===== src/source/l2_geom_pkg.sv =====
`default_nettype none

package l2_geom_pkg;

    // address split into tag, index, word offset and byte offset
    localparam int addr_width   = 32;
    localparam int index_width  = 2;
    localparam int offset_width = 3;
    localparam int tag_width    = addr_width - index_width - offset_width - 2;

    // array geometry
    localparam int way_count = 4;
    localparam int set_count = 1 << index_width;
    localparam int line_bits = 32 << offset_width;

    // half line handed back to a first-level cache
    localparam int half_bits = line_bits / 2;

endpackage

`default_nettype wire


===== src/source/l2_data_array.sv =====
`timescale 1ns/10ps
`default_nettype none

module l2_data_array
    import l2_geom_pkg::*;
(
    input  wire                          clk,
    input  wire  [index_width-1:0]       index,
    input  wire  [offset_width-1:0]      word_off,
    input  wire  [$clog2(way_count)-1:0] way_sel,
    input  wire  [line_bits-1:0]         line_in,
    input  wire  [31:0]                  word_in,
    input  wire  [3:0]                   wstrb,
    input  wire                          line_we,
    input  wire                          word_we,
    output logic [line_bits-1:0]         line_out
);

    localparam int slot_bits = index_width + $clog2(way_count);

    logic [line_bits-1:0] lines [set_count * way_count];
    logic [slot_bits-1:0] slot;

    // one flat slot per set and way
    assign slot = {index, way_sel};

    always_ff @(posedge clk) begin
        if (line_we) begin
            lines[slot] <= line_in;
        end else if (word_we) begin
            for (int b = 0; b < 4; b++) begin
                if (wstrb[b]) begin
                    lines[slot][word_off * 32 + b * 8 +: 8] <= word_in[b * 8 +: 8];
                end
            end
        end
    end

    assign line_out = lines[slot];

endmodule

`default_nettype wire


===== config.mk =====
export PLATFORM = sky130hd
export DESIGN_NAME = l2_data_array
export DESIGN_NICKNAME = d
export VERILOG_FILES = /design/src/source/l2_geom_pkg.sv /design/src/source/l2_data_array.sv
export SDC_FILE = /design/constraint.sdc
export NUM_CORES = 2
export LEC_CHECK = 0
export BUFFER_PORTS_ARGS = -buffer_cell sky130_fd_sc_hd__buf_2
export CORE_MARGIN = 2
export CORE_UTILIZATION = 25
export CTS_CLUSTER_SIZE = 24
export DETAILED_ROUTE_END_ITERATION = 8
export SLEW_MARGIN = 20
export SYNTH_ARGS = -nofsm -noshare
export SYNTH_HDL_FRONTEND = slang
export SYNTH_SLANG_ARGS = --single-unit
export TNS_END_PERCENT = 20

===== constraint.sdc =====
create_clock -name clk -period 2.7 [get_ports clk]
set_input_delay 0 -clock clk [delete_from_list [all_inputs] [get_ports clk]]
set_output_delay 0 -clock clk [all_outputs]
set_load 0.005 [all_outputs]

Yosys cells after proc, flatten, opt, wreduce, memory -nomap -nowiden:

Memory sizes are Yosys's and may differ from the RTL's.
Index checks and enable logic that the tools add are counted.

* $add $sub $neg: 7
* shift operators: 8
* muxes and demuxes: 1042
* bitwise logic cells: 1024

Operator list (count)
* $mux W1: 1038
* $mux W256: 4
* $or A1 B1 Y1: 1024
* $shift A8 B34 Y256 const A: 4
* $shiftx A8 B34 Y256: 4
* $neg A9 Y34: 3
* $neg A8 Y34: 1
* $add A8 B5 Y9 const B: 2
* $add A8 B4 Y9 const B: 1

* flip-flop bits (word level): 0
* bits in writable memories: 4096
* input port bits: 302
* output and inout port bits: 256
* word-level logic and storage cells: 2082
* memories kept: 1

Memories
* lines: words 16, width 256, rd ports 1, clocked after Yosys merged registers in 0, write ports 1, line l2_data_array.sv:21 `logic [line_bits-1:0] lines [set_count * way_count];`

Logic depth before layout (Yosys ltp):

* word-level depth: 8
* mapped depth: 10
* gate-level depth less buffers: 6

Worst setup path after synthesis:

OpenSTA, ideal clock, no wires.

* path type: input to register
* start point: input word_off[0]
* end point: memory lines[10][0] (netlist bit) (enable)
* data arrival time: 2.422 ns
* data required time: 2.330 ns
* path slack: -0.092 ns
* stages: 10
* cell sequence: clkbuf_1 > clkbuf_1 > inv_1 > ha_1 > ha_1 > nor4bb_1 > buf_2 > a41oi_1 > clkbuf_1 > nor2_1

* word-level cells in the longest chain between the ends: 7
* elaborated cells between the ends (all ways): 19

Ends and longest elaborated chain
* start: declaration: line l2_data_array.sv:9 `input wire [offset_width-1:0] word_off,`
* $add A8 B4 Y9 or $neg A8 Y34 (tied branches): line l2_data_array.sv:33 `lines[slot][word_off * 32 + b * 8 +: 8] <= word_in[b * 8 +: 8];`
* $neg A9 Y34 or $shift A8 B34 Y256 (tied branches): line l2_data_array.sv:33
* $shift A8 B34 Y256 or $mux W256 (tied branches): line l2_data_array.sv:33
* $mux W256 (implied by the code) or $or A1 B1 Y1 (tied branches)
* $or A1 B1 Y1 (no source line) (2 in series)
* $or A1 B1 Y1 (no source line) *
* end: declaration: line l2_data_array.sv:21

Mark *: on every way between the ends. The rest lies on a longest branch, timed or not.

Final worst setup path:

* start point: memory lines[3][74] (netlist bit)
* end point: output line_out[74]

* word-level cells in the longest chain between the ends: 1

Ends and longest elaborated chain
* $mem_v2 Z16 W256
* end: declaration: line l2_data_array.sv:16 `output logic [line_bits-1:0] line_out`

Every way passes these cells.

==> reports/qor.yml <==
outcome: "finished, violations left"
violations: "setup timing"
synth.distinct_cells: 35
min_period_ns: 2.70
fin_nets: 9317
clk_pin_slew_ns: 0.06
via_per_inst: 4.77
syn-mean-instance-area_sq_um: 21.7
synth_ff_type: "edfxtp_1"
final_cells: 17900
synth_xor_area_frac: 0
fp-row-count: 293
synthArstFlopShare: 0
top_register: "lines"
largest_reg_flops: 4096
largestRegisters: "lines x4096"
antenna_found_initial: 194
crit_buf_inv: 1
cts_tree: "done"
critPathLaunchType: "flip-flop"
power_leakage_uw: 0.0634
critical-path-max-stage-delay_ns: 0.48
muxShareOfSynthArea: 0.163
synth-warning-count: 0
dp.cells: 16700
num-fill-cells: 60900
min_period_over_period: 1.00
grt_pass1_vias: 82500
drtPass1Iterations: 5
clk_path_buf_depth: 4
cts.sinks: 4096
wl_mm: 546
synthToLayoutAreaGrowth_pct: 22.8
synth_compound_area_frac: 0.0257
path_cells: "mux4_2 > a22oi_1 > nand2_1 > buf_2"
cp.required_ns: 2.70
crit_slowest_cell: "mux4_2"
ys_top_cells_by_count: "4096 x edfxtp_1, 1024 x mux4_2, 515 x nor2_1, 512 x a22oi_1, 277 x nand2_1"
setup_viol: 1
synth_top_cell_by_area: "edfxtp_1"
stdcell_area_sq_um: 196000
yosysMostFrequentCell: "edfxtp_1"
hold_class: "input port to flip-flop"
synth_top_cell_area_share: 0.771
ant_nets: 0
arrival_ns: 2.70
gp_congestion: 0.889
place_area_sq_um: 179000
synth_area_sq_um: 160000
synth_seq_area_share: 0.771
grt_max_degree: 121
synth_top_family_by_area: "multiplexers"
synth_seq_cells: 4096
core-area_sq_um: 636000
fin_ws_ns: -0.00462
port_buffers: 557
grt_use_total: 0.163
drive_above_1_share: 0.364
die_h_microns: 803
synth_fa_ha_area_frac: 0.000392
yosys.area_share.simple: 0.0260
synthCells: 7360
crit_type: "flip-flop to output pin"
initial_core_util: 0.251
drc: 0
max_cap_viol_count: 0
p_per_area_nw_per_um2: 714
worstMarginPinSlew_ns: 1.14
max_freq_mhz: 370
critPathTopFamily: "multiplexers"
vias: 85500
path_max_fanout: 1
ys_top_cells_by_area: "edfxtp_1 77%, mux4_2 14%, a22oi_1 2.4%, mux2_2 1.8%, nor2_1 1.2%"
end_kind: "output pin"
cts-buffers-inserted: 417
vdd_drop_max_v: 0.000605
grt_pass1_wl_mm: 724
slew_headroom: 0.239
rsz0062_at_grt: "true"
setup_tns_ns: -0.00462
die_w_microns: 803
finalMaxSlewViolations: 0
dpl.hpwl_mm: 391
cts_htree_levels: 5
hold_viol_final: 0
drtIter0Drc: 11100
grt-ovfl-total: 0
synth_edf_count: 4096
root_buffer: "clkbuf_16"
die-area_sq_um: 645000
wire_per_inst_microns: 30.5
syn_nets: 7667
pin_count: 558
cell families after synthesis:
group	count (synthesis)
mux	1280
buf+inv	462
simple gates	973
fa+ha+maj	5
flops	4096
compound gates	544
per-layer routing:
| metal | up-vias | wire length, microns | track usage |
|---|---|---|---|
| li1 | 34300 | - | - |
| met1 | 45600 | 204000 | 0.207 |
| met2 | 4625 | 247000 | 0.248 |
| met3 | 878 | 64800 | 0.0556 |
| met4 | 60 | 30500 | 0.0816 |
| met5 | - | 409 | 0 |
through the flow:
step / util / total power (uW) / hold WS, ns / setup WS [ns]
2_1_floorplan: - / 77700 / 0.375 / -0.0923
3_3_place_gp: 0.281 / 83000 / 0.533 / -0.149
3_5_place_dp: 0.281 / 83100 / 0.544 / -0.151
4_1_cts: 0.307 / 141000 / 0.00159 / 0.000844
5_1_grt: 0.308 / 144000 / 0.0488 / -0.00811
6_report: 0.308 / 140000 / 0.0761 / -0.00462
where the power goes:
group | internal, uW | switching (uW) | leakage, uW
Sequential | 71400 | 281 | 0.0369
Clock | 32600 | 25200 | 0.00661
Combinational | 3770 | 6710 | 0.0199
Total | 108000 | 32100 | 0.0634
what timing repair did:
item                                     CTS  global route
gates resized for setup                   64            16
hold buffers                             303             1
endpoints found under the setup margin    57            20
endpoints found under the hold margin   4432             1
buffers inserted                           0             0
pin swaps                                  4             2
layout make-up:
class	count	area, sq um	area share
Multi-Input combinational cell	2802	34800	0.177
Inverter	4	15.0	0.0000766
Clock inverter	270	2760	0.0141
Timing Repair Buffer	1689	13600	0.0696
Tap cell	8407	10500	0.0537
Clock buffer	493	10800	0.0553
Sequential cell	4096	123000	0.628
Antenna cell	162	405	0.00207
placed cells by master, fill, tap and decap left out, types with 17 or more instances in the layout:
master and instances:
edfxtp_1 4096, mux4_2 1024, buf_4 705, buf_2 553, nor2_1 512, a22oi_1 492
clkbuf_16 422, dlygate4sd3_1 304, mux2_2 256, nand2_1 206, diode_2 162, buf_12 126
and2_1 99, clkinv_1 94, clkinv_2 86, clkbuf_1 71, nand2_2 59, bufinv_16 40
and3_1 26, nor2_2 20, a22oi_2 20, clkinvlp_4 17
worst paths after layout:
check,slack [ns],endpoint,cells past startpoint,startpoint
setup / recovery,-0.005,line_out[74],4,lines[3][74]$_DFFE_PP_
hold / removal,0.08,lines[9][170]$_DFFE_PP_,3,word_in[10]
Power figures use the tool's default switching activity.
