$ cat src/source/l2_geom_pkg.sv
`default_nettype none

package l2_geom_pkg;

    // address split into tag, index, word offset and byte offset
    localparam int addr_width   = 32;
    localparam int index_width  = 2;
    localparam int offset_width = 3;
    localparam int tag_width    = addr_width - index_width - offset_width - 2;

    // array geometry
    localparam int way_count = 4;
    localparam int set_count = 1 << index_width;
    localparam int line_bits = 32 << offset_width;

    // half line handed back to a first-level cache
    localparam int half_bits = line_bits / 2;

endpackage

`default_nettype wire

$ cat src/source/l2_ctrl_pkg.sv
`default_nettype none

package l2_ctrl_pkg;

    typedef enum logic [2:0] {
        idle,
        lookup,
        respond,
        writeback,
        refill_req,
        refill_wait,
        fill
    } l2_state_t;

    // icache maps to ways 0 and 1, data sources to ways 2 and 3
    typedef enum logic [1:0] {
        src_icache,
        src_dread,
        src_dwrite
    } l2_src_t;

endpackage

`default_nettype wire

$ cat src/source/l2_victim_lru.sv
`timescale 1ns/10ps
`default_nettype none

module l2_victim_lru
    import l2_geom_pkg::*;
    import l2_ctrl_pkg::*;
(
    input  wire                          clk,
    input  wire                          rst,
    input  wire  [index_width-1:0]       index,
    input  wire  l2_src_t                buf_src,
    input  wire                          touch,
    input  wire  [$clog2(way_count)-1:0] touch_way,
    input  wire  [way_count-1:0]         way_valid,
    output logic [$clog2(way_count)-1:0] victim_way
);

    // bit per partition names the older way of the pair
    logic [1:0] lru [set_count];
    logic       part;

    assign part = (buf_src != src_icache);

    always_comb begin
        if (!way_valid[{part, 1'b0}]) begin
            victim_way = {part, 1'b0};
        end else if (!way_valid[{part, 1'b1}]) begin
            victim_way = {part, 1'b1};
        end else begin
            victim_way = {part, lru[index][part]};
        end
    end

    always_ff @(posedge clk) begin
        if (rst) begin
            for (int s = 0; s < set_count; s++) begin
                lru[s] <= '0;
            end
        end else if (touch) begin
            lru[index][touch_way[1]] <= ~touch_way[0];
        end
    end

endmodule

`default_nettype wire

$ cat config.mk
export PLATFORM = sky130hd
export DESIGN_NAME = l2_victim_lru
export DESIGN_NICKNAME = d
export VERILOG_FILES = /design/src/source/l2_geom_pkg.sv /design/src/source/l2_ctrl_pkg.sv /design/src/source/l2_victim_lru.sv
export SDC_FILE = /design/constraint.sdc
export NUM_CORES = 1
export LEC_CHECK = 0
export ABC_AREA = 1
export BUFFER_PORTS_ARGS = -buffer_cell sky130_fd_sc_hd__buf_2
export CORE_AREA = 2 2 39 41
export CTS_CLUSTER_DIAMETER = 30
export DETAILED_ROUTE_END_ITERATION = 10
export DIE_AREA = 0 0 41 43
export PLACE_DENSITY = 0.66
export SLEW_MARGIN = 25
export SYNTH_ARGS = -nofsm -noshare
export SYNTH_HDL_FRONTEND = slang
export SYNTH_SLANG_ARGS = --single-unit
$ cat constraint.sdc
create_clock -name clk -period 1.2 [get_ports clk]
set_input_delay 0.24 -clock clk [delete_from_list [all_inputs] [get_ports clk]]
set_output_delay 0.24 -clock clk [all_outputs]
set_load 0.005 [all_outputs]
* Word level (Yosys, flattened, before mapping)
Memories as Yosys holds them, arrays and structs flattened. Cells that the tools add are included.
Cells by class: $lt $le $gt $ge 5, multiplexer cells 18, bitwise logic cells 1, reductions and logical operators 3
Operators with widths (count):
- 1-bit two-way mux | 13
- 2-bit two-way mux | 4
- 2-bit by 3-bit less-than comparator with 1-bit output (second input constant) | 2
- 1-bit by 2-bit less-than comparator with 1-bit output (second input constant) | 2
- 2-bit nonzero test | 1
- 2-bit OR reduction | 1
- 1-bit demux with 1-bit select | 1
- 1-bit >= comparator (second input constant) | 1
- 1-bit logical AND | 1
- 1-bit NOT | 1
Word-level totals: register bits 0, RAM bits 8, word-level logic and storage cells 28, memories 1
Memory list:
- lru | depth 4, width 2, rd ports 1, clocked after Yosys merged registers in 0, wr ports 4, line l2_victim_lru.sv:19 | logic [1:0] lru [set_count];

* Logic depth before layout (Yosys ltp)
word-level depth 7, gate-level depth with buffers 8, mapped depth without buffers 7

* Least setup slack after synthesis
OpenSTA, ideal clock, no wires.
path type input to register, start in rst, end mem lru[0][1] (enable), library setup time 0.291 ns, data arrival time 0.680 ns, required time 0.909 ns, setup slack 0.229 ns, cell stages on the path 5, path buffers 0, cells stage by stage inv_4 nand2_4 nor2_4 nand3_1 nand2_1
RTL lines:
- start, declared | line l2_victim_lru.sv:9 | input wire rst,
- end, declared | line l2_victim_lru.sv:19

* Worst setup path in the final report
start mem lru[1][0], end out victim_way[0]
On the way: longest elaborated chain between the ends 5
RTL lines:
- memory 4 x 2 bit
- 1-bit two-way mux (implied by the code) (2 in a row) | line l2_victim_lru.sv:30 | victim_way = {part, lru[index][part]};
- 1-bit two-way mux | line l2_victim_lru.sv:27 | end else if (!way_valid[{part, 1'b1}]) begin
- 1-bit two-way mux | line l2_victim_lru.sv:25 | if (!way_valid[{part, 1'b0}]) begin
- end, declared | line l2_victim_lru.sv:15 | output logic [$clog2(way_count)-1:0] victim_way
Every way passes these cells. The select of a mux whose other input is x is not followed.

==> results.yml <==
status:
  status: "finished with violations"
  violations: "negative setup slack"
die:
  die_w_um: 41
  num_rows: 14
  start_util_pct: 39.4
  core_area_um2: 1380
  dieArea_um2: 1760
  pin_count: 15
  die_y_um: 43
placed_design:
  dpl.cell_count: 101
  pre_cts_ws_ns: 0.0451
  gp_congestion: 0.782
  dp_hpwl_um: 873
  place_area_um2: 639
  portBuffers: 14
timing:
  min_period_over_period_pct: 110
  relSlewSlack_pct: 89.4
  fin_crit_ns: 1.32
  fin_ws_ns: -0.118
  worstMarginPinSlew_ns: 0.159
  clock.fmax_mhz: 759
  rsz0062_at_grt: "true"
  setup_viol_count_final: 1
  report.final.slew_viol_count: 0
  hold_viol: 0
synth:
  synth_nets: 83
  synthXorXnorAreaFrac_pct: 0
  ys_ff_latch: 8
  ys_seq_area_share_pct: 44.0
  synth_adder_area_share_pct: 0
  ys_types: 14
  synth_compound_area_share_pct: 6.88
  syn-cell-area_um2: 546
  avgSynthCellArea_um2: 7.79
  synth_warnings: 0
  synthSimpleGateAreaFrac_pct: 37.6
  synthMuxAreaShare_pct: 0
  synth_top_family_by_area: "simple AND/OR/NAND/NOR gates"
  synthCells: 70
drt:
  drt_iter0_drc: 9
  drc_errors: 0
  avgViaCountPerCell: 4.72
  routedWlPerCell_um: 10.2
  num_vias: 491
  drt_pre_antenna_iters: 4
  final_antenna_net_count: 0
  routed_wl_um: 1060
power_and_ir_drop:
  p_int_mw: 0.496
  clkPwrFrac_pct: 30.2
  switching_share_pct: 25.3
  power_frac_comb_pct: 19.4
  p_seq_share_pct: 50.4
  peakVddDrop_mv: 0.582
  power_density_nw_per_um2: 993
  leakagePower_nw: 0.321
  fin_total_pwr_mw: 0.665
  p_switching_mw: 0.168
layout:
  mostFrequentLayoutCells: "20 x nand2_1, 14 x buf_2, 11 x nor2_1, 9 x nand3_1, 8 x edfxtp_1"
  drive_above_1_share_pct: 38.6
  fin_util_pct: 48.4
  stdcell_area_um2: 669
  seq_area_um2: 240
  layout_commonest_cell: "nand2_1"
  fin_cells: 104
  num_antenna_cells: 0
  largest-register: "lru"
  multi_input_area_um2: 250
  area_growth_pct: 22.7
  n_fill_cell: 146
  reg_top3: "lru x8"
  fin_nets: 103
  largest_reg_flops: 8
global_routing:
  grt_pass1_vias: 461
  track_usage_pct: 15.0
  grt-ovfl-total: 0
  antenna_found_initial: 0
  grt_pass1_wl_um: 1730
  grt_max_degree: 8
critical_path:
  path_cells: "nand2_1, nand3_2, nand2_1, nand2_1, nand2_1, nand2_1, buf_2"
  critPathKind: "flop to primary output"
  crit_required_ns: 0.96
  crit_path_end_kind: "primary output"
  critPathLaunchType: "flop"
  arrival_ns: 1.08
  path_max_fanout: 1
  cpMostUsedCell: "nand2_1"
  critical_path.max_stage_delay_ns: 0.38
  cp_slowest_cell: "edfxtp_1"
clock_network:
  hold_buffers: 0
  cts_made_buffers: 3
  cts_tree: "yes"
  root_buffer: "clkbuf_4"
  post_cts_buffers: 0
  clk_pin_slew_ns: 0.05
  ctsHtreeMaxLevel: 1
  clockBufferDepth: 2
  cts_num_sinks: 8
min_path:
  whs_endpoint: "lru[3][1]$_DFFE_PP_"
  worstHoldStart: "touch_way[0]"
  whs_path_depth: 2
  hold_path.class: "input port to flop"
flow_run:
  cap_violations: 0
timing repair:
action / 4_1_cts / 5_1_grt
resized for setup: 0 / 2
endpoints found under the setup margin: 1 / 1
pin swaps: 10 / 3
metal layers:
layer | track usage (%) | vias up | share of wire [%]
met5 | 0 | - | 0
met4 | 10.0 | 0 | 0.95
li1 | - | 257 | -
met3 | 3.14 | 2 | 4.6
met2 | 27.5 | 16 | 55
met1 | 12.8 | 216 | 39
cell type report:
cell class	count	share of cell area [%]
Timing Repair Buffer	17	13.8
Sequential cell	8	35.9
Inverter	11	6.54
Multi-Input combinational cell	49	37.4
Clock buffer	3	3.36
Tap cell	16	2.99
worst max path at each step:
| stage | from | cells after the start | slack [ns] | end |
|---|---|---|---|---|
| 2_1_floorplan | rst | 5 | 0.23 | lru[0][1]$_SDFFCE_PN0P_ |
| 3_3_place_gp | index[0] | 9 | 0.06 | victim_way[0] |
| 3_5_place_dp | index[0] | 9 | 0.05 | victim_way[0] |
| 4_1_cts | lru[3][0]$_DFFE_PP_ | 7 | -0.14 | victim_way[0] |
| 5_1_grt | lru[1][1]$_SDFFCE_PN0P_ | 7 | -0.23 | victim_way[0] |
| 6_report | lru[1][0]$_SDFFCE_PN0P_ | 7 | -0.12 | victim_way[0] |
stage by stage:
step                hold WS, ns  TNS [ns]
floorplan                 0.443         0
global placement          0.543         0
detailed placement        0.546         0
CTS                       0.285    -0.136
global route              0.280    -0.235
finish                    0.285    -0.118
cell usage after synthesis:
library cell	count	area [um2]
nor2_2	2	12.5
nor2_1	11	41.3
edfxtp_1	8	240
buf_6	1	11.3
o21ai_4	2	32.5
inv_1	5	18.8
nand2_1	21	78.8
nor2_4	1	11.3
a21oi_1	1	5.00
nand2_4	1	11.3
nand3_1	10	50.1
inv_4	1	6.26
buf_4	1	7.51
inv_2	5	18.8
worst max-delay path, delay by kind of cell (launching register included):
family                 cells  cell delay [ns]
buffers and inverters      1             0.12
flip-flops                 1             0.38
AND/OR/NAND/NOR            6             0.33
power groups by stage:
| stage | combinational (mW) | sequential, mW | clock (mW) |
|---|---|---|---|
| 4_1_cts | 0.128 | 0.335 | 0.204 |
| 2_1_floorplan | 0.0813 | 0.338 | 0 |
| 3_5_place_dp | 0.127 | 0.341 | 0 |
| 3_3_place_gp | 0.124 | 0.340 | 0 |
| 6_report | 0.129 | 0.335 | 0.201 |
| 5_1_grt | 0.147 | 0.338 | 0.217 |
logic make-up after synthesis:
group,after synthesis
AND/OR/NAND/NOR,46
buffers and inverters,13
flip-flops,8
AO/OA/AOI/OAI,3
Note: power is estimated with default switching activity, not from simulation.
