--- src/source/l2_geom_pkg.sv ---
`default_nettype none

package l2_geom_pkg;

    // address split into tag, index, word offset and byte offset
    localparam int addr_width   = 32;
    localparam int index_width  = 2;
    localparam int offset_width = 3;
    localparam int tag_width    = addr_width - index_width - offset_width - 2;

    // array geometry
    localparam int way_count = 4;
    localparam int set_count = 1 << index_width;
    localparam int line_bits = 32 << offset_width;

    // half line handed back to a first-level cache
    localparam int half_bits = line_bits / 2;

endpackage

`default_nettype wire

--- src/source/l2_ctrl_pkg.sv ---
`default_nettype none

package l2_ctrl_pkg;

    typedef enum logic [2:0] {
        idle,
        lookup,
        respond,
        writeback,
        refill_req,
        refill_wait,
        fill
    } l2_state_t;

    // icache maps to ways 0 and 1, data sources to ways 2 and 3
    typedef enum logic [1:0] {
        src_icache,
        src_dread,
        src_dwrite
    } l2_src_t;

endpackage

`default_nettype wire

--- src/source/l2_controller.sv ---
`timescale 1ns/10ps
`default_nettype none

module l2_controller
    import l2_geom_pkg::*;
    import l2_ctrl_pkg::*;
(
    input  wire                          clk,
    input  wire                          rst,
    input  wire                          pending,
    input  wire  l2_src_t                buf_src,
    input  wire                          hit,
    input  wire  [$clog2(way_count)-1:0] hit_way,
    input  wire  [$clog2(way_count)-1:0] victim_way,
    input  wire                          victim_dirty,
    input  wire                          mem_rd_addr_ok,
    input  wire                          mem_rd_data_ok,
    input  wire                          mem_wr_addr_ok,
    output logic                         accept,
    output logic                         fill_we,
    output logic                         set_dirty_we,
    output logic                         word_we,
    output logic                         line_we,
    output logic                         touch,
    output logic [$clog2(way_count)-1:0] way_sel,
    output logic                         icache_data_ok,
    output logic                         dcache_data_ok,
    output logic                         mem_rd_req,
    output logic                         mem_wr_req
);

    l2_state_t                    state;
    l2_state_t                    state_next;
    logic [$clog2(way_count)-1:0] sel_q;

    always_ff @(posedge clk) begin
        if (rst) begin
            state <= idle;
            sel_q <= '0;
        end else begin
            state <= state_next;
            // hit way or the victim on a miss
            if (state == lookup) begin
                sel_q <= hit ? hit_way : victim_way;
            end
        end
    end

    always_comb begin
        state_next = state;
        case (state)
            idle: begin
                if (pending) begin
                    state_next = lookup;
                end
            end
            lookup: begin
                if (hit) begin
                    state_next = respond;
                end else if (victim_dirty) begin
                    state_next = writeback;
                end else begin
                    state_next = refill_req;
                end
            end
            respond: begin
                state_next = idle;
            end
            writeback: begin
                if (mem_wr_addr_ok) begin
                    state_next = refill_req;
                end
            end
            refill_req: begin
                if (mem_rd_addr_ok) begin
                    state_next = refill_wait;
                end
            end
            refill_wait: begin
                if (mem_rd_data_ok) begin
                    state_next = fill;
                end
            end
            // tag goes valid here so the replayed lookup hits
            fill: begin
                state_next = lookup;
            end
            default: begin
                state_next = idle;
            end
        endcase
    end

    assign accept  = (state == idle) && pending;
    assign way_sel = (state == lookup) ? (hit ? hit_way : victim_way) : sel_q;

    assign touch        = (state == respond);
    assign word_we      = (state == respond) && (buf_src == src_dwrite);
    assign set_dirty_we = word_we;

    // refill line is only valid in the data_ok cycle
    assign line_we = (state == refill_wait) && mem_rd_data_ok;
    assign fill_we = (state == fill);

    assign icache_data_ok = (state == respond) && (buf_src == src_icache);
    assign dcache_data_ok = (state == respond) && (buf_src != src_icache);

    assign mem_wr_req = (state == writeback);
    assign mem_rd_req = (state == refill_req);

endmodule

`default_nettype wire

--- config.mk ---
export PLATFORM = sky130hd
export DESIGN_NAME = l2_controller
export DESIGN_NICKNAME = d
export VERILOG_FILES = /design/src/source/l2_geom_pkg.sv /design/src/source/l2_ctrl_pkg.sv /design/src/source/l2_controller.sv
export SDC_FILE = /design/constraint.sdc
export NUM_CORES = 1
export LEC_CHECK = 0
export BUFFER_PORTS_ARGS = -buffer_cell sky130_fd_sc_hd__buf_4
export CAP_MARGIN = 20
export CORE_AREA = 5 5 42 44
export DETAILED_ROUTE_END_ITERATION = 10
export DIE_AREA = 0 0 47 49
export RECOVER_POWER = 25
export SYNTH_ARGS = -nofsm -noshare
export SYNTH_HDL_FRONTEND = slang
export SYNTH_SLANG_ARGS = --single-unit
--- constraint.sdc ---
create_clock -name clk -period 1 [get_ports clk]
set_input_delay 0.05 -clock clk [delete_from_list [all_inputs] [get_ports clk]]
set_output_delay 0.05 -clock clk [all_outputs]
set_load 0.02 [all_outputs]
== Word level (Yosys, flattened, before mapping) ==
Cells that the tools add are included.

* Register bits: 5
* Output and inout bits: 12

* Reduce and logical (&&, ||, !) cells: 9
* Muxes and demuxes: 9
* Equality and inequality tests: 11

{| class="wikitable"
|+ Operators by type and width
! cell !! count
|-
| 3-bit 2-to-1 mux || 6
|-
| 3-bit one-hot mux with 6 select lines || 1
|-
| 3-bit == test (second input constant) || 3
|-
| 2-bit != test (second input constant) || 4
|-
| 3-bit by 2-bit == test with 1-bit output (second input constant) || 2
|-
| 1-bit logical AND || 5
|-
| 2-bit 2-to-1 mux || 2
|-
| 4-bit AND reduction || 1
|-
| 3-bit by 1-bit == test with 1-bit output (second input constant) || 1
|-
| 3-bit logical NOT || 1
|-
| 2-bit == test (second input constant) || 1
|-
| 2-bit logical NOT || 1
|-
| 2-bit nonzero test || 1
|}

== Logic depth before layout (Yosys ltp) ==
* Word-level depth: 3
* Depth in mapped cells: 4
* Depth with buffers taken out: 3

== Worst setup path before layout ==
No wires, ideal clock.

* Path type: reg-to-output
* From: register state[1]
* To: output port word_we
* Cell stages (with the launch flop): 5
* Path buffers: 1
* Arrival: 1426 ps
* Slack: -476 ps
* Data required time: 950 ps
* Path through: dfxtp_1 > nor2b_1 > nand2_1 > nor3b_1 > buf_4

* Word-level cells in the longest chain between the ends: 2

{| class="wikitable"
|+ Ends and longest elaborated chain
! element !! line !! RTL
|-
| from (decl) || l2_controller.sv:32 || <nowiki>l2_state_t state;</nowiki>
|-
| from (signal assigned) || l2_controller.sv:38 || <nowiki>state <= idle;</nowiki>
|-
| from (signal assigned) || l2_controller.sv:41 || <nowiki>state <= state_next;</nowiki>
|-
| 3-bit by 2-bit == test with 1-bit output || l2_controller.sv:98 || <nowiki>assign word_we = (state == respond) && (buf_src == src_dwrite);</nowiki>
|-
| 1-bit logical AND || l2_controller.sv:98 ||
|-
| to (decl) || l2_controller.sv:22 || <nowiki>output logic word_we,</nowiki>
|}

Every way passes these cells.

== Worst setup path in the final report ==
* From: register state[1]
* To: output port way_sel[0]

* Word-level cells in the longest chain between the ends: 2

{| class="wikitable"
|+ Ends and longest elaborated chain
! element !! line !! RTL
|-
| 3-bit by 1-bit == test with 1-bit output || l2_controller.sv:95 || <nowiki>assign way_sel = (state == lookup) ? (hit ? hit_way : victim_way) : sel_q;</nowiki>
|-
| 2-bit 2-to-1 mux || - ||
|-
| to (decl) || l2_controller.sv:25 || <nowiki>output logic [$clog2(way_count)-1:0] way_sel,</nowiki>
|}

Every way passes these cells.

==> results.yml <==
status:
  status: "complete, but fails checks"
  violations: "setup timing"
min_path:
  whs_path_depth: 2
  hold_end: "state[0]"
  hp-class: "input pin to register"
  worstHoldStart: "rst"
floorplan:
  initial_core_util: 0.262
  row_count: 14
  dieWidth_um: 47
  pin_count: 26
  core-area_um2: 1400
  die_height_um: 49
  fp.dieArea_um2: 2300
clocking:
  cts_tree: "built"
  cts_made_buffers: 3
  clock_sinks: 5
  h-tree-depth: 1
  clkTransAtPathRegs_ns: 0.05
  cts-root-buf: "clkbuf_4"
  clockBufferDepth: 2
  clk_latency_ns: 0.24
  cts_hold_buf: 0
pwr:
  ir_worst_vdd_mv: 0.774
  power.density_nw_per_um2: 1040
  total_power_mw: 0.864
  power_leakage_nw: 0.385
drt:
  drc: 0
  vias_per_cell: 4.91
  routedWlPerCell_um: 12.7
  drt_pre_antenna_iters: 4
  vias: 501
  drt_iter0_drc: 5
  antenna_left: 0
  drt_wl_total_mm: 1.30
timing:
  maxSlewViolCount: 0
  max_freq_mhz: 738
  skew_ns: 0.00757
  timing.slew.headroom: 0.800
  fin_crit_sh: 1.36
  fin_ws_ns: -0.356
  hold_viol_final: 0
  setup_viol: 16
  tightest_slew_ns: 0.292
  min_period_ns: 1.36
  rsz0062_at_grt: "yes"
finish:
  final_design_area_no_fill_um2: 830
  fill_cells: 132
  drive_above_1_share: 0.744
  nNetsFinal: 101
  fin_util: 0.592
  n_antenna_cell: 0
  syn_to_final_growth_pct: 126
global_route:
  grt_pass1_wl_mm: 2.12
  grt_max_degree: 8
  grt_pass1_vias: 510
  grt_usage: 0.121
  grt-ovfl-total: 0
  antenna_found_initial: 0
synthesis:
  yosysSeqAreaShare: 0.273
  ys.flop_type: "dfxtp_1"
  synth_edf_count: 0
  yosys-top-cells-count: "dfxtp_1 (5), nor2_1 (5), nor3b_1 (5)"
  synth_area_leader_cell: "dfxtp_1"
  synth_nets: 60
  synthCells: 46
  synth_cell_type_count: 24
  synth_warnings: 0
  synth_area_per_cell_um2: 7.97
  ys_ff_latch: 5
  async_reset_ff_frac: 0
  synth_top_area_frac: 0.273
  syn-cell-area_um2: 367
  synth_area_leaders: "dfxtp_1 (27%), nor3b_1 (10%), mux2i_1 (5.5%)"
placed_design:
  port_buffers: 25
  dpl-instance-area_um2: 667
  place_ws_ns: -0.129
  dpl.hpwl_um: 942
  gp_congestion: 0.718
worst_setup_path:
  worst-setup-path-type: "register to primary output"
  rr_worst_depth: 5
  startpoint_type: "register"
  cp_max_fo: 6
  r2r-end: "state[1]"
  crit_required_ns: 0.95
  r2r-start: "state[0]"
  cp.arrival_ns: 1.31
  endpoint_kind: "primary output"
  reg2reg_slack_ns: -0.17
flow_run:
  maxCapViolations: 0
[worst max-delay path by stage]
stage	from	to	slack (ns)	cells after the start
final	state[1]	way_sel[0]	-0.36	6
after global routing	state[1]	way_sel[0]	-0.42	6
after CTS	state[1]	way_sel[1]	-0.37	6
after detailed placement	state[1]	sel_q[1]	-0.13	5
after global placement	state[1]	sel_q[1]	-0.14	5
after floorplan	state[1]	state[0]	-0.15	4
[state kept, by name, indices dropped and copies added (netlist names)]
register  cells
state         3
sel_q         2
[cell usage in the layout, fill, tap and decap left out, types with 2 or more instances in the layout]
master and instances:
a21oi_2 2, a31oi_1 2, buf_4 29, buf_6 9
clkbuf_4 3, dfxtp_1 2, dfxtp_2 2, mux2i_1 2
nor2_1 3, nor3_2 2, nor3b_2 3, nor3b_4 2
[metrics by stage]
| step | hold slack [ns] | cells | TNS (ns) |
|---|---|---|---|
| after floorplan | 0.112 | 46 | -0.787 |
| after global placement | 0.257 | 91 | -0.750 |
| after detailed placement | 0.258 | 91 | -0.847 |
| after CTS | 0.00150 | 100 | -3.24 |
| after global routing | 0.0149 | 102 | -4.18 |
| final | 0.0167 | 102 | -3.18 |
[worst max-delay path, stage by stage, from the launching register on]
cell and delay [ns]:
dfxtp_2 0.32, buf_6 0.12, nor3b_4 0.18, buf_6 0.16, nor2_2 0.05, a21oi_2 0.11, buf_6 0.13
[cell families (layout without fill, tap and decap cells)]
| family | Yosys count | after routing | synth area share |
|---|---|---|---|
| AO/OA/AOI/OAI | 10 | 10 | 0.174 |
| flip-flops | 5 | 5 | 0.273 |
| AND/OR/NAND/NOR | 24 | 24 | 0.430 |
| buffers and inverters | 5 | 45 | 0.0683 |
| multiplexers | 2 | 2 | 0.0546 |
[power breakdown]
group,total (mW),switching [mW],leakage [nW],internal [mW]
Combinational,0.391,0.174,0.327,0.217
Clock,0.235,0.0844,0.0150,0.151
Sequential,0.238,0.0198,0.0425,0.218
Total,0.864,0.278,0.385,0.586
[layer usage]
metal / vias up / share of wire / GRT usage
li1: 254 / - / -
met3: 2 / 0.10 / 0.0369
met5: - / 0 / 0
met2: 20 / 0.54 / 0.204
met1: 225 / 0.35 / 0.138
met4: 0 / 0.0046 / 0.0415
[cell type report]
class | instances | area, µm² | share of cell area
repair buffers | 39 | 339 | 0.409
multi-input cells | 36 | 328 | 0.395
flip-flops and latches | 5 | 106 | 0.128
clock buffers | 4 | 26.3 | 0.0317
well taps | 16 | 20.0 | 0.0241
inverters | 2 | 10.0 | 0.0121
[repair_timing]
item	CTS	global route
pin swaps	3	2
setup buffers	5	3
setup endpoints to repair	16	17
gates resized for setup	20	5
gates cloned	0	0
(Power assumes the default switching activity.)
