`config.mk`:
```
export PLATFORM = sky130hd
export DESIGN_NAME = l2_req_buffer
export DESIGN_NICKNAME = d
export VERILOG_FILES = /design/src/source/l2_geom_pkg.sv /design/src/source/l2_ctrl_pkg.sv /design/src/source/l2_req_buffer.sv
export SDC_FILE = /design/constraint.sdc
export NUM_CORES = 1
export LEC_CHECK = 0
export BUFFER_PORTS_ARGS = -buffer_cell sky130_fd_sc_hd__buf_2
export CAP_MARGIN = 20
export CORE_MARGIN = 5
export CORE_UTILIZATION = 30
export CTS_CLUSTER_SIZE = 30
export DETAILED_ROUTE_END_ITERATION = 8
export GPL_ROUTABILITY_DRIVEN = 0
export PLACE_DENSITY = 0.69
export REMOVE_ABC_BUFFERS = 1
export SETUP_SLACK_MARGIN = 0.3
export SYNTH_ARGS = -nofsm -noshare
export SYNTH_HDL_FRONTEND = slang
export SYNTH_SLANG_ARGS = --single-unit
export TNS_END_PERCENT = 10
```
`constraint.sdc`:
```
create_clock -name clk -period 1.55 [get_ports clk]
set_input_delay 0.31 -clock clk [delete_from_list [all_inputs] [get_ports clk]]
set_output_delay 0.31 -clock clk [all_outputs]
set_load 0.01 [all_outputs]
```
`src/source/l2_geom_pkg.sv`:
```
`default_nettype none

package l2_geom_pkg;

    // address split into tag, index, word offset and byte offset
    localparam int addr_width   = 32;
    localparam int index_width  = 2;
    localparam int offset_width = 3;
    localparam int tag_width    = addr_width - index_width - offset_width - 2;

    // array geometry
    localparam int way_count = 4;
    localparam int set_count = 1 << index_width;
    localparam int line_bits = 32 << offset_width;

    // half line handed back to a first-level cache
    localparam int half_bits = line_bits / 2;

endpackage

`default_nettype wire

```
`src/source/l2_ctrl_pkg.sv`:
```
`default_nettype none

package l2_ctrl_pkg;

    typedef enum logic [2:0] {
        idle,
        lookup,
        respond,
        writeback,
        refill_req,
        refill_wait,
        fill
    } l2_state_t;

    // icache maps to ways 0 and 1, data sources to ways 2 and 3
    typedef enum logic [1:0] {
        src_icache,
        src_dread,
        src_dwrite
    } l2_src_t;

endpackage

`default_nettype wire

```
`src/source/l2_req_buffer.sv`:
```
`timescale 1ns/10ps
`default_nettype none

module l2_req_buffer
    import l2_geom_pkg::*;
    import l2_ctrl_pkg::*;
(
    input  wire                   clk,
    input  wire                   rst,
    input  wire                   icache_req,
    input  wire  [addr_width-1:0] icache_addr,
    input  wire                   dcache_req,
    input  wire                   dcache_wr,
    input  wire  [addr_width-1:0] dcache_addr,
    input  wire  [31:0]           dcache_wdata,
    input  wire  [3:0]            dcache_wstrb,
    input  wire                   accept,
    output l2_src_t               grant_src,
    output logic                  pending,
    output logic                  icache_addr_ok,
    output logic                  dcache_addr_ok,
    output l2_src_t               buf_src,
    output logic [addr_width-1:0] buf_addr,
    output logic [31:0]           buf_wdata,
    output logic [3:0]            buf_wstrb
);

    // dcache has priority
    always_comb begin
        if (dcache_req) begin
            grant_src = dcache_wr ? src_dwrite : src_dread;
        end else begin
            grant_src = src_icache;
        end
    end

    assign pending        = icache_req || dcache_req;
    assign icache_addr_ok = accept && (grant_src == src_icache);
    assign dcache_addr_ok = accept && (grant_src != src_icache);

    always_ff @(posedge clk) begin
        if (rst) begin
            buf_src <= src_icache;
        end else if (accept) begin
            buf_src <= grant_src;
        end
    end

    always_ff @(posedge clk) begin
        if (accept) begin
            buf_addr  <= (grant_src == src_icache) ? icache_addr : dcache_addr;
            buf_wdata <= dcache_wdata;
            buf_wstrb <= dcache_wstrb;
        end
    end

endmodule

`default_nettype wire

```
-- Word-level counts from Yosys, hierarchy flattened
Index checks and enable logic that the tools add are counted.
- reduce and logical (&&, ||, !) cells: 5
- multiplexer cells: 3
- operator list (operator ; count):
    two-way mux 32 bit ; 1
    two-way mux 2 bit ; 2
    logical AND 1 bit ; 2
    logical NOT 2 bit ; 1
    nonzero test 2 bit ; 1
    logical OR 1 bit ; 1
- bits of input ports: 106
- flip-flop bits (word level): 70
- logic and storage cells: 12

-- Longest topological paths before layout
Gate-level depths: netlist (run 1).
- depth in word-level cells: 4
- mapped depth: 4
- gate-level depth less buffers: 2

-- Least setup slack after synthesis (run 1)
Ideal clock, no wire load.
- path type: input -> output
- from: input dcache_req
- to: output pending
- path buffers: 2
- required time: 1.240 ns
- data arrival time: 0.856 ns
- setup slack: 0.384 ns
- cell stages on the path: 3
- cells stage by stage: buf_6 buf_6 or2_2
- cells in the longest elaborated chain, start to end: 1
- ends and longest elaborated chain (what ; line ; text):
    start: declaration ; l2_req_buffer.sv:12 ; input wire dcache_req,
    logical OR 1 bit ; l2_req_buffer.sv:37 ; assign pending = icache_req || dcache_req;
    end: declaration ; l2_req_buffer.sv:19 ; output logic pending,
No other way between the ends.

-- Final worst setup path (run 1)
- from: input dcache_req
- to: output grant_src[0]
- cells in the longest elaborated chain, start to end: 1
- ends and longest elaborated chain (what ; line ; text):
    two-way mux 2 bit ; l2_req_buffer.sv:30 ; if (dcache_req) begin
    end: declaration ; l2_req_buffer.sv:18 ; output l2_src_t grant_src,
No other way between the ends.

==> results.py, run 1 <==
metrics = {
    "run_status": {
        "status": "completed",
    },
    "setup_path": {
        "cp-end-kind": "output pin",
        "path_class": "in -> out",
        "critPathLaunch": "dcache_req",
        "r2r_start": "buf_src[1]",
        "start_kind": "input pin",
        "rr_worst_depth": 2,
        "critPathCapture": "grant_src[0]",
        "critPathMaxFanout": 27,
        "arrival_ns": 0.90,
        "rrSetupSlack_ns": 0.93,
        "rr_endpoint": "buf_src[1]",
        "crit_required_ns": 1.24,
    },
    "clock_network": {
        "clock-root-buffer": "clkbuf_8",
        "cts_max_path_buffers": 2,
        "cts_resized": 0,
        "cts_tree": "built",
        "cts_sinks": 70,
        "clock_latency_ns": 0.32,
        "cts_buffers": 9,
        "cts_max_level": 3,
        "clk_pin_slew_ns": 0.08,
    },
    "yosys": {
        "synth-seq-cells": 70,
        "synth_top_cells_by_count": "68 x edfxtp_1, 29 x mux2_2, 3 x mux2_4",
        "synth_adder_area_share_pct": 0,
        "async_flop_share_pct": 0,
        "synth_top_family_by_area": "multiplexers",
        "synthCells": 117,
        "synthXorXnorAreaFrac_pct": 0,
        "synth_area_per_cell_um2": 21.9,
        "synthDistinctLibCells": 13,
        "synth.largest_area_cell": "edfxtp_1",
        "synth_area_leaders": "edfxtp_1 80%, mux2_2 13%, mux2_4 1.8%",
        "seq_area_frac_synth_pct": 81.4,
        "yosysTopAreaCellShare_pct": 79.8,
        "yosys.area_share.simple_pct": 2.20,
        "ys.flop_type": "edfxtp_1",
        "synth-compound-area-share_pct": 0.391,
        "synth-edff-count": 68,
        "syn_area_mm2": 0.00256,
        "synth.most_common_cell": "edfxtp_1",
        "synth_mux_area_share_pct": 14.5,
        "yosysWarnings": 0,
    },
    "drt": {
        "postRouteAntennaNets": 0,
        "wl_met1_um": 2270,
        "routed-wl-met2_um": 3230,
        "topRoutingLayerUsed": "met4",
        "drc": 0,
        "wl_per_cell_um": 15.2,
        "routed_via_density": 4.21,
        "first_iter_violations": 46,
        "vias": 1760,
        "wl_met3_um": 809,
        "wl_um": 6360,
        "firstDrtPassIters": 4,
    },
    "power_and_ir_drop": {
        "internal-power_uw": 3590,
        "p_leak_uw": 0.00170,
        "clockPowerShare_pct": 37.8,
        "powerDensity_mw_per_mm2": 1180,
        "swShare_pct": 21.0,
        "switching_power_uw": 955,
        "p_seq_share_pct": 50.4,
        "ir_drop_mv": 0.396,
        "combPwrFrac_pct": 11.8,
    },
    "die": {
        "start_util_pct": 31.0,
        "rows": 33,
        "die_w_um": 102,
        "io_pins": 181,
        "die_area_mm2": 0.0105,
        "die_height_um": 102,
        "core-area_mm2": 0.00826,
    },
    "placement": {
        "portBuffers": 180,
        "hpwl_um": 5040,
        "dpl-instance-area_mm2": 0.00361,
        "dp_slack_ns": 0.289,
        "dp.cells": 403,
    },
    "timing": {
        "slew_headroom_pct": 80.0,
        "grt_setup_unrepaired": "yes",
        "clock.fmax_mhz": 829,
        "tns_ns": 0,
        "fin_crit_sh_pct": 77.8,
        "setup_ws_ns": 0.344,
        "slew_violations": 0,
        "finalSetupViolCount": 0,
        "fin_crit_ns": 1.21,
        "worst_slew_pin_slew_ns": 0.299,
        "finClkSkew_ns": 0,
        "timing_hold_violations_final": 0,
    },
    "global_route": {
        "grt_usage_pct": 11.5,
        "grt_pass1_wl_um": 8990,
        "antenna_found_initial": 0,
        "grt-ovfl-total": 0,
        "grt_max_degree": 40,
        "grt_pass1_vias": 1916,
    },
    "cells_and_area": {
        "drive_gt1_share_pct": 74.4,
        "n_antenna_cell": 0,
        "multi_input_area_um2": 438,
        "n_fill_cell": 776,
        "synthToLayoutAreaGrowth_pct": 50.5,
        "layout.nets": 415,
        "stdcell_count": 418,
        "fin_area_mm2": 0.00385,
        "seq_area_mm2": 0.00208,
    },
    "job": {
        "cap_violations": 0,
    },
    "hold_path": {
        "hold_class": "in -> reg",
    },
}
worst max-delay path: stages:
cell	delay, ns
buf_2	0.12
buf_12	0.18
nor2b_1	0.14
buf_2	0.14
power groups by stage:
stage	logic, uW	clock network, uW	registers (uW)
after CTS	548	1780	2300
after global routing	582	1880	2310
after global placement	536	0	2330
after detailed placement	547	0	2340
after floorplan	85.0	0	2430
final	535	1720	2290
state kept, by name (all words and copies together) (netlist names):
name,count
buf_addr,32
buf_wdata,32
buf_wstrb,4
buf_src,2
through the flow:
step | util (%) | hold slack [ns] | power [uW]
finish | 46.6 | 0.148 | 4550
global placement | 43.8 | 0.448 | 2860
CTS | 46.6 | 0.120 | 4630
detailed placement | 43.8 | 0.481 | 2880
global route | 46.6 | 0.114 | 4770
floorplan | - | 0.379 | 2510
worst min path at each step:
stage	end	depth (start not counted)	from	slack, ns
after detailed placement	buf_src[0]	2	buf_src[0]	0.48
after CTS	buf_wdata[15]	1	dcache_wdata[15]	0.12
final	buf_wdata[15]	1	dcache_wdata[15]	0.15
after global placement	buf_src[1]	2	buf_src[1]	0.45
after floorplan	buf_src[0]	1	rst	0.38
after global routing	buf_wdata[15]	1	dcache_wdata[15]	0.11
cells in the final DEF, fill, tap and decap left out, types with 2 or more instances in the layout:
cell type  netlist  final
mux2_2          29     29
buf_2            0    180
mux2_4           3      3
dfxtp_1          2      2
and2_1           2      2
clkbuf_8         0      9
edfxtp_1        68     68
nor2b_1          2      2
nand2b_1         2      2
a21oi_1          2      2
bufinv_16        0      3
buf_12           0      2
buf_4            2      3
area by class of cell:
cell class              count  share of cell area, %
clock buffers               9                   3.22
clock inverters             6                   2.89
multi-input cells          43                   11.4
flip-flops and latches     70                   54.1
well taps                 105                   3.41
repair buffers            185                   25.0
routing by layer:
layer	up-vias	track usage, %
met2	112	20.3
met5	-	0
met3	7	4.51
li1	839	-
met1	802	12.3
met4	0	4.84
cells by family (layout without fill, tap and decap cells):
| kind of cell | Yosys count | in the layout |
|---|---|---|
| flops | 70 | 70 |
| mux | 32 | 32 |
| simple gates | 9 | 9 |
| compound gates | 2 | 2 |
| buf+inv | 4 | 200 |
what timing repair did:
action,4_1_cts,5_1_grt
hold endpoints to repair,0,0
hold buffers,0,0
setup buffers,0,0
endpoints found under the setup margin,0,2
No activity file was read; power rests on OpenSTA's default activity.
==> run 2: changes to the inputs <==
--- a/config.mk
+++ b/config.mk
@@ -5,6 +5,7 @@
 export SDC_FILE = /design/constraint.sdc
 export NUM_CORES = 1
 export LEC_CHECK = 0
+export ABC_AREA = 1
 export BUFFER_PORTS_ARGS = -buffer_cell sky130_fd_sc_hd__buf_2
 export CAP_MARGIN = 20
 export CORE_MARGIN = 5
@@ -12,7 +13,7 @@
 export CTS_CLUSTER_SIZE = 30
 export DETAILED_ROUTE_END_ITERATION = 8
 export GPL_ROUTABILITY_DRIVEN = 0
-export PLACE_DENSITY = 0.69
+export PLACE_DENSITY = 0.71
 export REMOVE_ABC_BUFFERS = 1
 export SETUP_SLACK_MARGIN = 0.3
 export SYNTH_ARGS = -nofsm -noshare
==> constraint.sdc (replaced) <==
create_clock -name clk -period 1 [get_ports clk]
set_input_delay 0.2 -clock clk [delete_from_list [all_inputs] [get_ports clk]]
set_output_delay 0.2 -clock clk [all_outputs]
set_load 0.01 [all_outputs]
==> run 2 against run 1 <==
  * The run now ends with setup timing left
  * Hold slack got worse by 0.11 ns
  * Critical endpoint is now buf_addr[19]
  * Register-to-register slack lost 0.58 ns
  * First-iteration DRC count grew 74%
  * Global-route usage up 1.5 points
  * Final cell count rose by 18%
  * Power increased by 51%
==> results.py, run 2 <==
metrics = {
    "run_status": {
        "status": "finished with violations",
        "violations": "setup timing",
    },
    "clock_network": {
        "post-cts-setup-buffers": 0,
        "cts_buffers": 9,
        "clock_latency_ns": 0.32,
        "cts_tree": "built",
        "ctsHoldBuffers": 0,
        "clk_pin_slew_ns": 0.08,
        "clock-root-buffer": "clkbuf_8",
        "cts_max_level": 3,
        "cts_max_path_buffers": 2,
        "cts_sinks": 70,
    },
    "setup_path": {
        "cp.depth": 1,
        "r2r_start": "buf_src[1]",
        "crit_required_ns": 0.80,
        "path_class": "reg -> out",
        "slowest_stage": "edfxtp_1",
        "critPathCapture": "buf_addr[19]",
        "slowest_delay_ns": 0.39,
        "critPathMaxFanout": 1,
        "crit_buf_inv": 1,
        "rr_endpoint": "buf_src[1]",
        "crit_chain": "buf_2",
        "arrival_ns": 0.88,
        "cp-end-kind": "output pin",
        "rr_worst_depth": 2,
        "critical-path-top-delay-family": "flip-flops",
        "critPathLaunch": "buf_addr[19]",
        "rrSetupSlack_ns": 0.35,
        "start_kind": "flip-flop",
    },
    "global_route": {
        "grt_usage_pct": 13.0,
        "grt_max_degree": 41,
        "grt-ovfl-total": 0,
        "grt_pass1_wl_um": 10300,
        "grt_pass1_vias": 2150,
        "antenna_found_initial": 0,
    },
    "power_and_ir_drop": {
        "ir_drop_mv": 0.730,
        "powerDensity_mw_per_mm2": 1730,
        "p_leak_uw": 0.00193,
        "internal-power_uw": 5320,
        "clockPowerShare_pct": 34.9,
        "switching_power_uw": 1550,
        "combPwrFrac_pct": 13.3,
        "swShare_pct": 22.6,
        "p_seq_share_pct": 51.8,
        "totalPowerFinal_uw": 6880,
    },
    "drt": {
        "wl_met1_um": 2630,
        "vias": 2124,
        "drc": 0,
        "routed-wl-met2_um": 3260,
        "firstDrtPassIters": 4,
        "wl_met3_um": 991,
        "topRoutingLayerUsed": "met4",
        "wl_um": 6940,
        "first_iter_violations": 80,
        "wl_per_cell_um": 14.1,
        "routed_via_density": 4.32,
        "postRouteAntennaNets": 0,
    },
    "cells_and_area": {
        "drive_gt1_share_pct": 55.3,
        "synthToLayoutAreaGrowth_pct": 55.2,
        "layout.nets": 489,
        "stdcell_count": 492,
        "n_antenna_cell": 0,
        "n_fill_cell": 768,
        "mostFrequentLayoutCell": "buf_2",
        "mostFrequentLayoutCells": "171 x buf_2, 96 x nand2_1, 68 x edfxtp_1",
        "reg.largest.list": "buf_addr: 32 flops, buf_wdata: 32 flops, buf_wstrb: 4 flops",
    },
    "die": {
        "rows": 33,
        "die_area_mm2": 0.0105,
        "die_w_um": 103,
        "io_pins": 181,
        "die_height_um": 103,
        "start_util_pct": 31.0,
        "core-area_mm2": 0.00830,
    },
    "timing": {
        "slew_headroom_pct": 86.0,
        "slew_violations": 0,
        "worst_slew_pin_slew_ns": 0.210,
        "fin_crit_ns": 1.08,
        "setup_ws_ns": -0.0776,
        "whs_ns": 0.0399,
        "finalSetupViolCount": 68,
        "grt_setup_unrepaired": "yes",
        "clock.fmax_mhz": 928,
        "finClkSkew_ns": 0,
        "fin_crit_sh_pct": 108,
        "timing_hold_violations_final": 0,
    },
    "yosys": {
        "synthCells": 190,
        "synth-seq-cells": 70,
        "yosysTopAreaCellShare_pct": 79.5,
        "async_flop_share_pct": 0,
        "synth_top_cells_by_count": "98 x nand2_1, 68 x edfxtp_1, 6 x inv_1, 4 x nor2_1, 3 x buf_4",
        "synth-edff-count": 68,
        "synth_area_leaders": "edfxtp_1 79%, nand2_1 14%, dfxtp_1 1.6%",
        "syn_area_mm2": 0.00257,
        "ys.flop_type": "edfxtp_1",
        "seq_area_frac_synth_pct": 81.1,
        "yosysWarnings": 0,
        "synth.most_common_cell": "nand2_1",
        "synthDistinctLibCells": 11,
        "synth.largest_area_cell": "edfxtp_1",
        "synth_area_per_cell_um2": 13.5,
    },
    "placement": {
        "portBuffers": 180,
        "dp_slack_ns": -0.0101,
        "hpwl_um": 5490,
        "dp.cells": 477,
    },
    "hold_path": {
        "whs_path_depth": 1,
        "hold_class": "in -> reg",
    },
    "job": {
        "cap_violations": 0,
    },
}
==> run 2: what timing repair did <==
action | 4_1_cts | 5_1_grt
gates cloned | 0 | 0
pin swaps | 3 | 4
gates resized for setup | 21 | 14
endpoints found under the setup margin | 75 | 77
==> run 2: kinds of logic after synthesis <==
| kind of cell | count (synthesis) | synth area share, % |
|---|---|---|
| compound gates | 4 | 0.779 |
| buf+inv | 13 | 3.02 |
| flops | 70 | 81.1 |
| simple gates | 103 | 15.1 |
==> run 2: layer usage <==
| layer | vias up | track usage [%] |
|---|---|---|
| li1 | 1020 | - |
| met3 | 5 | 5.28 |
| met5 | - | 0 |
| met2 | 128 | 20.9 |
| met1 | 971 | 15.6 |
| met4 | 0 | 5.15 |
==> run 2: power groups by stage <==
stage / Sequential (uW) / Clock (uW) / Combinational (uW)
2_1_floorplan: 3770 / 0 / 123
3_3_place_gp: 3620 / 0 / 858
3_5_place_dp: 3630 / 0 / 874
4_1_cts: 3570 / 2510 / 908
5_1_grt: 3580 / 2640 / 1010
6_report: 3560 / 2400 / 918
==> run 2: metrics by stage <==
step	setup TNS (ns)	utilization, %	cell area (um2)
3_3_place_gp	0	44.0	3650
6_report	-2.50	48.0	3990
3_5_place_dp	-0.302	44.0	3650
2_1_floorplan	-0.0203	-	2510
4_1_cts	-4.93	47.4	3930
5_1_grt	-6.28	48.0	3990
==> run 2: worst min-delay path by stage <==
| stage | to | slack (ns) | startpoint |
|---|---|---|---|
| after floorplan | buf_wdata[0] | 0.30 | dcache_wdata[0] |
| after global placement | buf_wdata[27] | 0.38 | dcache_wdata[27] |
| after detailed placement | buf_wdata[17] | 0.38 | dcache_wdata[17] |
| after CTS | buf_wdata[17] | 0.01 | dcache_wdata[17] |
| after global routing | buf_wdata[7] | 0.008 | dcache_wdata[7] |
| final | buf_wdata[25] | 0.04 | dcache_wdata[25] |
==> run 2: final cells by class <==
cell class                      count  area, um2  share of cell area (%)
Timing Repair Buffer              189       1080                    27.2
Clock inverter                      6       86.3                    2.17
Inverter                            6       35.0                   0.879
Clock buffer                        9        124                    3.11
Multi-Input combinational cell    107        442                    11.1
Tap cell                          105        131                    3.30
Sequential cell                    70       2080                    52.3
